### src/hdl/crtc_pkg.sv
package crtc_pkg;

    // Register indices as seen on the write port
    typedef enum logic [4:0] {
        R0_H_TOTAL     = 5'd0,
        R1_H_DISPLAYED = 5'd1,
        R2_H_SYNC_POS  = 5'd2,
        R3_SYNC_WIDTH  = 5'd3,      // Low nibble horizontal, high nibble vertical
        R4_V_TOTAL     = 5'd4,
        R6_V_DISPLAYED = 5'd6,
        R7_V_SYNC_POS  = 5'd7,
        R9_SCAN_LINE   = 5'd9,
        R12_START_HI   = 5'd12,
        R13_START_LO   = 5'd13
    } crtc_reg_e;

    typedef enum logic [1:0] {
        ACTIVE = 2'd0,              // Visible part of the axis
        FRONT  = 2'd1,              // Blank before sync
        SYNC   = 2'd2,              // Sync pulse
        BACK   = 2'd3               // Blank after sync
    } sync_state_e;

    localparam int PIXELS_PER_CHAR = 8;
    localparam int BUS_ADDR_W      = 12;
    localparam int MA_W            = 14;

    // Roughly NTSC timing out of reset
    localparam logic [7:0] DEF_H_TOTAL     = 8'd63;
    localparam logic [7:0] DEF_H_DISPLAYED = 8'd40;
    localparam logic [7:0] DEF_H_SYNC_POS  = 8'd48;
    localparam logic [7:0] DEF_SYNC_WIDTH  = 8'h15;
    localparam logic [6:0] DEF_V_TOTAL     = 7'd32;
    localparam logic [6:0] DEF_V_DISPLAYED = 7'd25;
    localparam logic [6:0] DEF_V_SYNC_POS  = 7'd28;
    localparam logic [4:0] DEF_SCAN_LINE   = 5'd7;
    localparam logic [5:0] DEF_START_HI    = 6'h10;
    localparam logic [7:0] DEF_START_LO    = 8'h00;

endpackage

### src/hdl/crtc_regs.sv
`timescale 1ns/1ps

module crtc_regs import crtc_pkg::*; (
    input  logic            pixel_clk_i,
    input  logic            reset_i,
    input  logic            reg_wr_i,           // Write strobe, one cycle
    input  crtc_reg_e       reg_addr_i,
    input  logic [7:0]      reg_data_i,
    output logic [7:0]      h_total_o,          // Characters per line minus one
    output logic [7:0]      h_displayed_o,
    output logic [7:0]      h_sync_pos_o,
    output logic [3:0]      h_sync_width_o,     // 0 means 16
    output logic [6:0]      v_total_o,          // Rows per frame minus one
    output logic [6:0]      v_displayed_o,
    output logic [6:0]      v_sync_pos_o,
    output logic [3:0]      v_sync_width_o,
    output logic [4:0]      scan_line_o,        // Scanlines per row minus one
    output logic [MA_W-1:0] display_start_o
);
    logic [7:0] h_total_q;
    logic [7:0] h_displayed_q;
    logic [7:0] h_sync_pos_q;
    logic [7:0] sync_width_q;
    logic [6:0] v_total_q;
    logic [6:0] v_displayed_q;
    logic [6:0] v_sync_pos_q;
    logic [4:0] scan_line_q;
    logic [5:0] start_hi_q;
    logic [7:0] start_lo_q;

    always_ff @(posedge pixel_clk_i or posedge reset_i) begin
        if (reset_i) begin
            h_total_q     <= DEF_H_TOTAL;
            h_displayed_q <= DEF_H_DISPLAYED;
            h_sync_pos_q  <= DEF_H_SYNC_POS;
            sync_width_q  <= DEF_SYNC_WIDTH;
            v_total_q     <= DEF_V_TOTAL;
            v_displayed_q <= DEF_V_DISPLAYED;
            v_sync_pos_q  <= DEF_V_SYNC_POS;
            scan_line_q   <= DEF_SCAN_LINE;
            start_hi_q    <= DEF_START_HI;
            start_lo_q    <= DEF_START_LO;
        end else if (reg_wr_i) begin
            case (reg_addr_i)
                R0_H_TOTAL:     h_total_q     <= reg_data_i;
                R1_H_DISPLAYED: h_displayed_q <= reg_data_i;
                R2_H_SYNC_POS:  h_sync_pos_q  <= reg_data_i;
                R3_SYNC_WIDTH:  sync_width_q  <= reg_data_i;
                R4_V_TOTAL:     v_total_q     <= reg_data_i[6:0];
                R6_V_DISPLAYED: v_displayed_q <= reg_data_i[6:0];
                R7_V_SYNC_POS:  v_sync_pos_q  <= reg_data_i[6:0];
                R9_SCAN_LINE:   scan_line_q   <= reg_data_i[4:0];
                R12_START_HI:   start_hi_q    <= reg_data_i[5:0];
                R13_START_LO:   start_lo_q    <= reg_data_i;
                default: ;                          // Unimplemented index
            endcase
        end
    end

    assign h_total_o       = h_total_q;
    assign h_displayed_o   = h_displayed_q;
    assign h_sync_pos_o    = h_sync_pos_q;
    assign h_sync_width_o  = sync_width_q[3:0];
    assign v_total_o       = v_total_q;
    assign v_displayed_o   = v_displayed_q;
    assign v_sync_pos_o    = v_sync_pos_q;
    assign v_sync_width_o  = sync_width_q[7:4];
    assign scan_line_o     = scan_line_q;
    assign display_start_o = {start_hi_q, start_lo_q};
endmodule

### src/hdl/char_timer.sv
`timescale 1ns/1ps

module char_timer import crtc_pkg::*; (
    input  logic       pixel_clk_i,
    input  logic       reset_i,
    output logic [2:0] phase_o,         // Pixel index inside the character
    output logic       char_tick_o      // Last pixel of the character
);
    logic [2:0] phase_q;

    assign char_tick_o = (phase_q == 3'(PIXELS_PER_CHAR - 1));

    always_ff @(posedge pixel_clk_i or posedge reset_i) begin
        if (reset_i) begin
            phase_q <= '0;
        end else if (char_tick_o) begin
            phase_q <= '0;
        end else begin
            phase_q <= phase_q + 1'b1;
        end
    end

    assign phase_o = phase_q;
endmodule

### src/hdl/sync_fsm.sv
`timescale 1ns/1ps

module sync_fsm import crtc_pkg::*; #(
    parameter int COUNT_W = 8
) (
    input  logic               pixel_clk_i,
    input  logic               reset_i,
    input  logic               advance_i,      // One unit has ended
    input  logic [COUNT_W-1:0] total_i,        // Units per period minus one
    input  logic [COUNT_W-1:0] displayed_i,    // Visible units
    input  logic [COUNT_W-1:0] sync_pos_i,     // First sync unit
    input  logic [3:0]         sync_width_i,   // Sync length in units, 0 means 16
    output logic               active_o,
    output logic               sync_o,
    output logic               last_o          // Final unit of the period
);
    sync_state_e        state_q;
    sync_state_e        state_d;
    logic [COUNT_W-1:0] count_q;
    logic [COUNT_W-1:0] count_d;
    logic [4:0]         width;
    logic [COUNT_W:0]   sync_end;

    assign width    = (sync_width_i == 4'd0) ? 5'd16 : {1'b0, sync_width_i};
    assign sync_end = {1'b0, sync_pos_i} + {{(COUNT_W - 4){1'b0}}, width};

    // Greater-or-equal so a total lowered mid-period still wraps
    assign last_o  = (count_q >= total_i);
    assign count_d = last_o ? '0 : count_q + 1'b1;

    // Next state follows the unit that is about to start.
    // At the wrap count_d is 0, which lands back in ACTIVE
    always_comb begin
        if (count_d >= sync_pos_i && {1'b0, count_d} < sync_end) begin
            state_d = SYNC;
        end else if (count_d < displayed_i) begin
            state_d = ACTIVE;
        end else if (count_d < sync_pos_i) begin
            state_d = FRONT;
        end else begin
            state_d = BACK;
        end
    end

    always_ff @(posedge pixel_clk_i or posedge reset_i) begin
        if (reset_i) begin
            count_q <= '0;
            state_q <= ACTIVE;
        end else if (advance_i) begin
            count_q <= count_d;
            state_q <= state_d;
        end
    end

    // Moore outputs, change together with the unit counter
    assign active_o = (state_q == ACTIVE);
    assign sync_o   = (state_q == SYNC);
endmodule

### src/hdl/address_counter.sv
`timescale 1ns/1ps

module address_counter import crtc_pkg::*; (
    input  logic            pixel_clk_i,
    input  logic            reset_i,
    input  logic            char_tick_i,        // Last pixel of a character
    input  logic            line_end_i,         // In the last column of the line
    input  logic [4:0]      scan_line_i,        // Scanlines per row minus one
    input  logic [7:0]      h_displayed_i,      // Characters stored per row
    input  logic            v_last_i,           // In the last row of the frame
    input  logic [MA_W-1:0] display_start_i,
    output logic [MA_W-1:0] ma_o,
    output logic [4:0]      ra_o,
    output logic            row_end_o           // Pulse ending the last scanline of a row
);
    logic [MA_W-1:0] ma_q;
    logic [MA_W-1:0] row_start_q;
    logic [MA_W-1:0] next_row_start;
    logic [4:0]      ra_q;
    logic            line_done;
    logic            last_scan;

    assign line_done = char_tick_i & line_end_i;
    assign last_scan = (ra_q >= scan_line_i);
    assign row_end_o = line_done & last_scan;

    // A new frame starts over at display_start, otherwise step one row down
    assign next_row_start = v_last_i
        ? display_start_i
        : row_start_q + {{(MA_W - 8){1'b0}}, h_displayed_i};

    always_ff @(posedge pixel_clk_i or posedge reset_i) begin
        if (reset_i) begin
            ma_q        <= '0;
            row_start_q <= '0;
            ra_q        <= '0;
        end else if (char_tick_i) begin
            if (line_end_i) begin
                if (last_scan) begin
                    ra_q        <= '0;
                    row_start_q <= next_row_start;
                    ma_q        <= next_row_start;
                end else begin
                    ra_q <= ra_q + 1'b1;
                    ma_q <= row_start_q;    // Same characters, next glyph line
                end
            end else begin
                ma_q <= ma_q + 1'b1;
            end
        end
    end

    assign ma_o = ma_q;
    assign ra_o = ra_q;
endmodule

### src/hdl/dot_shifter.sv
`timescale 1ns/1ps

module dot_shifter import crtc_pkg::*; (
    input  logic                  pixel_clk_i,
    input  logic                  reset_i,
    input  logic [2:0]            phase_i,
    input  logic                  char_tick_i,
    input  logic [MA_W-1:0]       ma_i,
    input  logic [4:0]            ra_i,
    input  logic                  h_active_i,
    input  logic                  v_active_i,
    input  logic [7:0]            bus_data_i,
    output logic [BUS_ADDR_W-1:0] bus_addr_o,   // RAM at $000-7FF, ROM at $800-FFF
    output logic                  video_o,
    output logic                  display_enable_o
);
    logic [7:0] code_q;         // Character code of the column being fetched
    logic [7:0] glyph_q;        // Glyph line for that code
    logic [7:0] shift_q;
    logic       reverse_q;
    logic       enable_q;

    // Phase 0 reads video RAM, every later phase keeps the ROM address up
    assign bus_addr_o = (phase_i == 3'd0)
        ? {1'b0, ma_i[10:0]}
        : {2'b10, code_q[6:0], ra_i[2:0]};

    always_ff @(posedge pixel_clk_i) begin
        if (phase_i == 3'd0) begin
            code_q <= bus_data_i;
        end
        if (phase_i == 3'd1) begin
            glyph_q <= bus_data_i;
        end
    end

    // Fetched character shows during the next column, so enable
    // is sampled on the same tick to line up with it
    always_ff @(posedge pixel_clk_i or posedge reset_i) begin
        if (reset_i) begin
            shift_q   <= '0;
            reverse_q <= 1'b0;
            enable_q  <= 1'b0;
        end else if (char_tick_i) begin
            shift_q   <= glyph_q;
            reverse_q <= code_q[7];
            enable_q  <= h_active_i & v_active_i;
        end else begin
            shift_q <= {shift_q[6:0], 1'b0};   // MSB first
        end
    end

    assign video_o          = (shift_q[7] ^ reverse_q) & enable_q;
    assign display_enable_o = enable_q;
endmodule

### src/hdl/video_top.sv
`timescale 1ns/1ps

module video_top import crtc_pkg::*; #(
    parameter int H_COUNT_W = 8,
    parameter int V_COUNT_W = 7
) (
    input  logic                  pixel_clk_i,
    input  logic                  reset_i,
    input  logic                  reg_wr_i,
    input  crtc_reg_e             reg_addr_i,
    input  logic [7:0]            reg_data_i,
    input  logic [7:0]            bus_data_i,
    output logic [BUS_ADDR_W-1:0] bus_addr_o,
    output logic                  video_o,
    output logic                  display_enable_o,
    output logic                  h_sync_o,
    output logic                  v_sync_o
);
    logic [H_COUNT_W-1:0] h_total;
    logic [H_COUNT_W-1:0] h_displayed;
    logic [H_COUNT_W-1:0] h_sync_pos;
    logic [3:0]           h_sync_width;
    logic [V_COUNT_W-1:0] v_total;
    logic [V_COUNT_W-1:0] v_displayed;
    logic [V_COUNT_W-1:0] v_sync_pos;
    logic [3:0]           v_sync_width;
    logic [4:0]           scan_line;
    logic [MA_W-1:0]      display_start;
    logic [2:0]           phase;
    logic                 char_tick;
    logic                 h_active;
    logic                 h_last;
    logic                 v_active;
    logic                 v_last;
    logic                 row_end;
    logic [MA_W-1:0]      ma;
    logic [4:0]           ra;

    crtc_regs crtc_regs_i (
        .pixel_clk_i(pixel_clk_i), .reset_i(reset_i),
        .reg_wr_i(reg_wr_i), .reg_addr_i(reg_addr_i), .reg_data_i(reg_data_i),
        .h_total_o(h_total), .h_displayed_o(h_displayed),
        .h_sync_pos_o(h_sync_pos), .h_sync_width_o(h_sync_width),
        .v_total_o(v_total), .v_displayed_o(v_displayed),
        .v_sync_pos_o(v_sync_pos), .v_sync_width_o(v_sync_width),
        .scan_line_o(scan_line), .display_start_o(display_start)
    );

    char_timer char_timer_i (
        .pixel_clk_i(pixel_clk_i), .reset_i(reset_i),
        .phase_o(phase), .char_tick_o(char_tick)
    );

    // Columns step once per character
    sync_fsm #(.COUNT_W(H_COUNT_W)) h_sync_fsm (
        .pixel_clk_i(pixel_clk_i), .reset_i(reset_i), .advance_i(char_tick),
        .total_i(h_total), .displayed_i(h_displayed),
        .sync_pos_i(h_sync_pos), .sync_width_i(h_sync_width),
        .active_o(h_active), .sync_o(h_sync_o), .last_o(h_last)
    );

    // Rows step once per character row
    sync_fsm #(.COUNT_W(V_COUNT_W)) v_sync_fsm (
        .pixel_clk_i(pixel_clk_i), .reset_i(reset_i), .advance_i(row_end),
        .total_i(v_total), .displayed_i(v_displayed),
        .sync_pos_i(v_sync_pos), .sync_width_i(v_sync_width),
        .active_o(v_active), .sync_o(v_sync_o), .last_o(v_last)
    );

    address_counter address_counter_i (
        .pixel_clk_i(pixel_clk_i), .reset_i(reset_i),
        .char_tick_i(char_tick), .line_end_i(h_last),
        .scan_line_i(scan_line), .h_displayed_i(h_displayed),
        .v_last_i(v_last), .display_start_i(display_start),
        .ma_o(ma), .ra_o(ra), .row_end_o(row_end)
    );

    dot_shifter dot_shifter_i (
        .pixel_clk_i(pixel_clk_i), .reset_i(reset_i),
        .phase_i(phase), .char_tick_i(char_tick), .ma_i(ma), .ra_i(ra),
        .h_active_i(h_active), .v_active_i(v_active), .bus_data_i(bus_data_i),
        .bus_addr_o(bus_addr_o), .video_o(video_o),
        .display_enable_o(display_enable_o)
    );
endmodule

### config.mk
export PLATFORM = sky130hd
export DESIGN_NAME = video_top
export DESIGN_NICKNAME = d
export VERILOG_FILES = /design/src/hdl/crtc_pkg.sv /design/src/hdl/crtc_regs.sv /design/src/hdl/char_timer.sv /design/src/hdl/sync_fsm.sv /design/src/hdl/address_counter.sv /design/src/hdl/dot_shifter.sv /design/src/hdl/video_top.sv
export SDC_FILE = /design/constraint.sdc
export NUM_CORES = 1
export LEC_CHECK = 0
export ABC_CLOCK_PERIOD_IN_PS = 12600
export BUFFER_PORTS_ARGS = -buffer_cell sky130_fd_sc_hd__clkbuf_2
export CELL_PAD_IN_SITES_DETAIL_PLACEMENT = 1
export CELL_PAD_IN_SITES_GLOBAL_PLACEMENT = 1
export CORE_ASPECT_RATIO = 0.7
export CORE_UTILIZATION = 40
export CTS_CLUSTER_SIZE = 14
export DETAILED_ROUTE_END_ITERATION = 10
export PLACE_DENSITY = 0.75
export SETUP_SLACK_MARGIN = 0.02
export SLEW_MARGIN = 20
export SYNTH_ARGS = -nofsm -noshare
export SYNTH_HDL_FRONTEND = slang
export SYNTH_SLANG_ARGS = --single-unit
### constraint.sdc
create_clock -name pixel_clk_i -period 12.6 [get_ports pixel_clk_i]
set_input_delay 2.52 -clock pixel_clk_i [delete_from_list [all_inputs] [get_ports pixel_clk_i]]
set_output_delay 2.52 -clock pixel_clk_i [all_outputs]
set_load 0.01 [all_outputs]
==> flow_summary.toml <==
[status]
status = "finished, final reports clean"

[clocking]
cts_root_buffer = "clkbuf_16"
cts_buffers = 17
clock-sinks = 144
cts_setup_buffers = 0
cts-resized-gates = 0
holdBufCountCts = 0
clkTransAtPathRegs_ns = 0.07
htreeDepth = 4
cts_buffer_depth = 2
cts_tree = "done"
clock_latency_ns = 0.44

[synthesis]
synth_edf_count = 16
synth_xor_xnor_area_share_pct = 3.59
synth_compound_area_share_pct = 11.8
postSynthCellCount = 801
ys_ff_latch = 144
synth_top_area_share_pct = 30.7
synth_top_family_by_area = "multiplexers"
syn-cell-area_um2 = 8550
synth_ff_type = "dfrtp_1"
ys_seq_area_share_pct = 43.4
synth_mux_area_share_pct = 13.4
async_flop_share_pct = 88.9
yosysWarnings = 0
ys_top_cells_by_area = "dfrtp_1 (31%), mux2_2 (13%), ha_1 (12%)"
post-synth-top-count-cell = "dfrtp_1"
yosysTopAreaCell = "dfrtp_1"
synthDistinctLibCells = 67
yosys.area_share.simple_pct = 11.1
synth_fa_ha_area_share_pct = 12.8
syn-num-nets = 907
synth_area_per_cell_um2 = 10.7
synth_commonest_cells = "dfrtp_1 (105), mux2_2 (96), ha_1 (79)"

[route]
wl_per_cell_um = 19.1
vias = 6078
antenna_left = 0
vias_per_cell = 5.40
drc = 0
drt_wl_total_um = 21500
drtPass1Iterations = 5
drt-initial-drc-count = 293

[worst_hold_path]
worstHoldStart = "dot_shifter_i.glyph_q[0]"
holdCritPathClass = "reg2reg"

[global_routing]
grt_use_met3_pct = 4.40
grt_util_met1_pct = 29.9
grt_usage_pct = 21.2
grt_pass1_wl_um = 35700
grt_busiest_layer = "met2"
grt_overflow_total = 0
antenna_found_initial = 0
met2_usage_pct = 33.6
grt_pass1_vias = 6562
grt_start_max_net_pins = 68

[floorplan]
coreArea_um2 = 20800
rows = 44
die_area_um2 = 22000
die_w_um = 177
pin_count = 40
die_h_um = 124
start_util_pct = 41.1

[job]
max_cap_viol_count = 0

[power_and_ir_drop]
ir_drop_mv = 0.108
p_leak_nw = 4.48
total_power_mw = 1.76
power_density_nw_per_um2 = 184

[setup_path]
arrival_ns = 2.26
endpoint_kind = "primary output"
startpoint = "char_timer_i.phase_o[0]"
crit_fanout = 12
r2r_start = "v_sync_fsm.count_q[0]"
cp-start-kind = "flip-flop"
criticalPathCategory = "reg2out"
worstPathRequired_ns = 10.08

[layout]
layout.nets = 942
final_util_pct = 46.0
diodes = 0
fin_cells = 1125
drive_above_1_share_pct = 24.3
area_delta_synth_final_pct = 12.1

[place]
dp.cells = 1093
dp_hpwl_um = 15600
gp_congestion = 0.813
io_buffers = 39

[timing]
drv_slew = 0
fin_crit_sh_pct = 37.9
finalClockSkew_ns = 0.0113
max_slew_margin_pct = 41.7
rsz0062_at_grt = "false"
finalHoldViolations = 0
worst_pin_slew_ns = 0.872
timing.hold.ws_ns = 0.464
final.setup.tns_ns = 0
fmax_mhz = 209
setup_violations = 0
final.min_clock_period_ns = 4.78
==> metrics by stage <==
step,instance area (um^2),worst slack [ns]
after detailed placement,9010,8.23
after global routing,9580,7.60
after CTS,9580,7.74
final,9580,7.82
after floorplan,8550,6.71
after global placement,9010,8.33
==> registers in the layout, indices dropped and copies added, names as in the netlist, 8 cells and up <==
register / cells
address_counter_i.ma_o: 11
address_counter_i.row_start_q: 11
crtc_regs_i.h_displayed_o: 8
crtc_regs_i.h_sync_pos_o: 8
crtc_regs_i.h_total_o: 8
crtc_regs_i.start_lo_q: 8
crtc_regs_i.sync_width_q: 8
dot_shifter_i.code_q: 8
dot_shifter_i.glyph_q: 8
dot_shifter_i.shift_q: 8
h_sync_fsm.count_q: 8
==> routing by layer <==
metal / wire (um) / vias up / share of wire (%)
met2: 10100 / 60 / 47
met4: 226 / 0 / 1.1
li1: - / 2925 / -
met1: 10700 / 3074 / 50
met3: 557 / 19 / 2.6
met5: 0 / - / 0
==> area by class of cell <==
type / instances / area [um^2]
clock buffer: 17 / 425
clock inverter: 15 / 141
fill: 2319 / 11200
inverter: 64 / 243
sequential: 144 / 3710
timing repair buffer: 42 / 218
multi-input combinational: 567 / 4490
tap: 276 / 345
==> layout by cell type (no fill, tap or decap), types with 3 or more instances in the layout <==
master	count
a211oi_1	6
a21o_1	26
a21oi_1	34
and2_1	5
and3_1	8
buf_4	3
clkbuf_16	17
clkbuf_2	39
clkinv_4	3
dfrtp_1	105
dfstp_2	23
edfxtp_1	16
fa_1	3
ha_1	79
inv_1	62
inv_6	6
inv_8	3
mux2_2	96
mux2i_1	6
nand2_1	53
nand2b_1	10
nand3_1	25
nand4_1	7
nor2_1	40
nor2b_1	18
nor3_1	8
nor4_1	5
o21a_1	7
o21ai_0	43
o21bai_1	3
xnor2_1	20
xor2_1	15
==> path summary, 6_finish.rpt <==
check	to	slack, ns	cells past startpoint
setup / recovery	bus_addr_o[10]	7.82	6
hold / removal	dot_shifter_i.shift_q[0]	0.46	1
setup reg to reg	v_sync_fsm.state_q[1]	8.27	17
hold reg to reg	dot_shifter_i.shift_q[0]	0.46	1
max in group asynchronous	h_sync_fsm.state_q[1]	8.92	3
min in group asynchronous	crtc_regs_i.scan_line_o[3]	2.21	2
==> critical path: stages, from the launching register on <==
cell	delay, ns
dfrtp_1	0.40
inv_1	0.06
ha_1	0.20
nand2b_1	0.43
inv_1	0.35
and2_1	0.26
clkbuf_2	0.12
==> logic make-up after synthesis <==
kind of cell | after synthesis
xor gates and xnor gates | 35
muxes | 102
DFF | 144
adders and majority gates | 86
buffers and inverters | 90
and+or+nand+nor | 191
AOI/OAI and AO/OA | 153
==> power by group <==
group / switching [mW] / internal (mW)
registers: 0.100 / 0.571
logic: 0.327 / 0.272
clock network: 0.232 / 0.261
(Power assumes the default switching activity.)
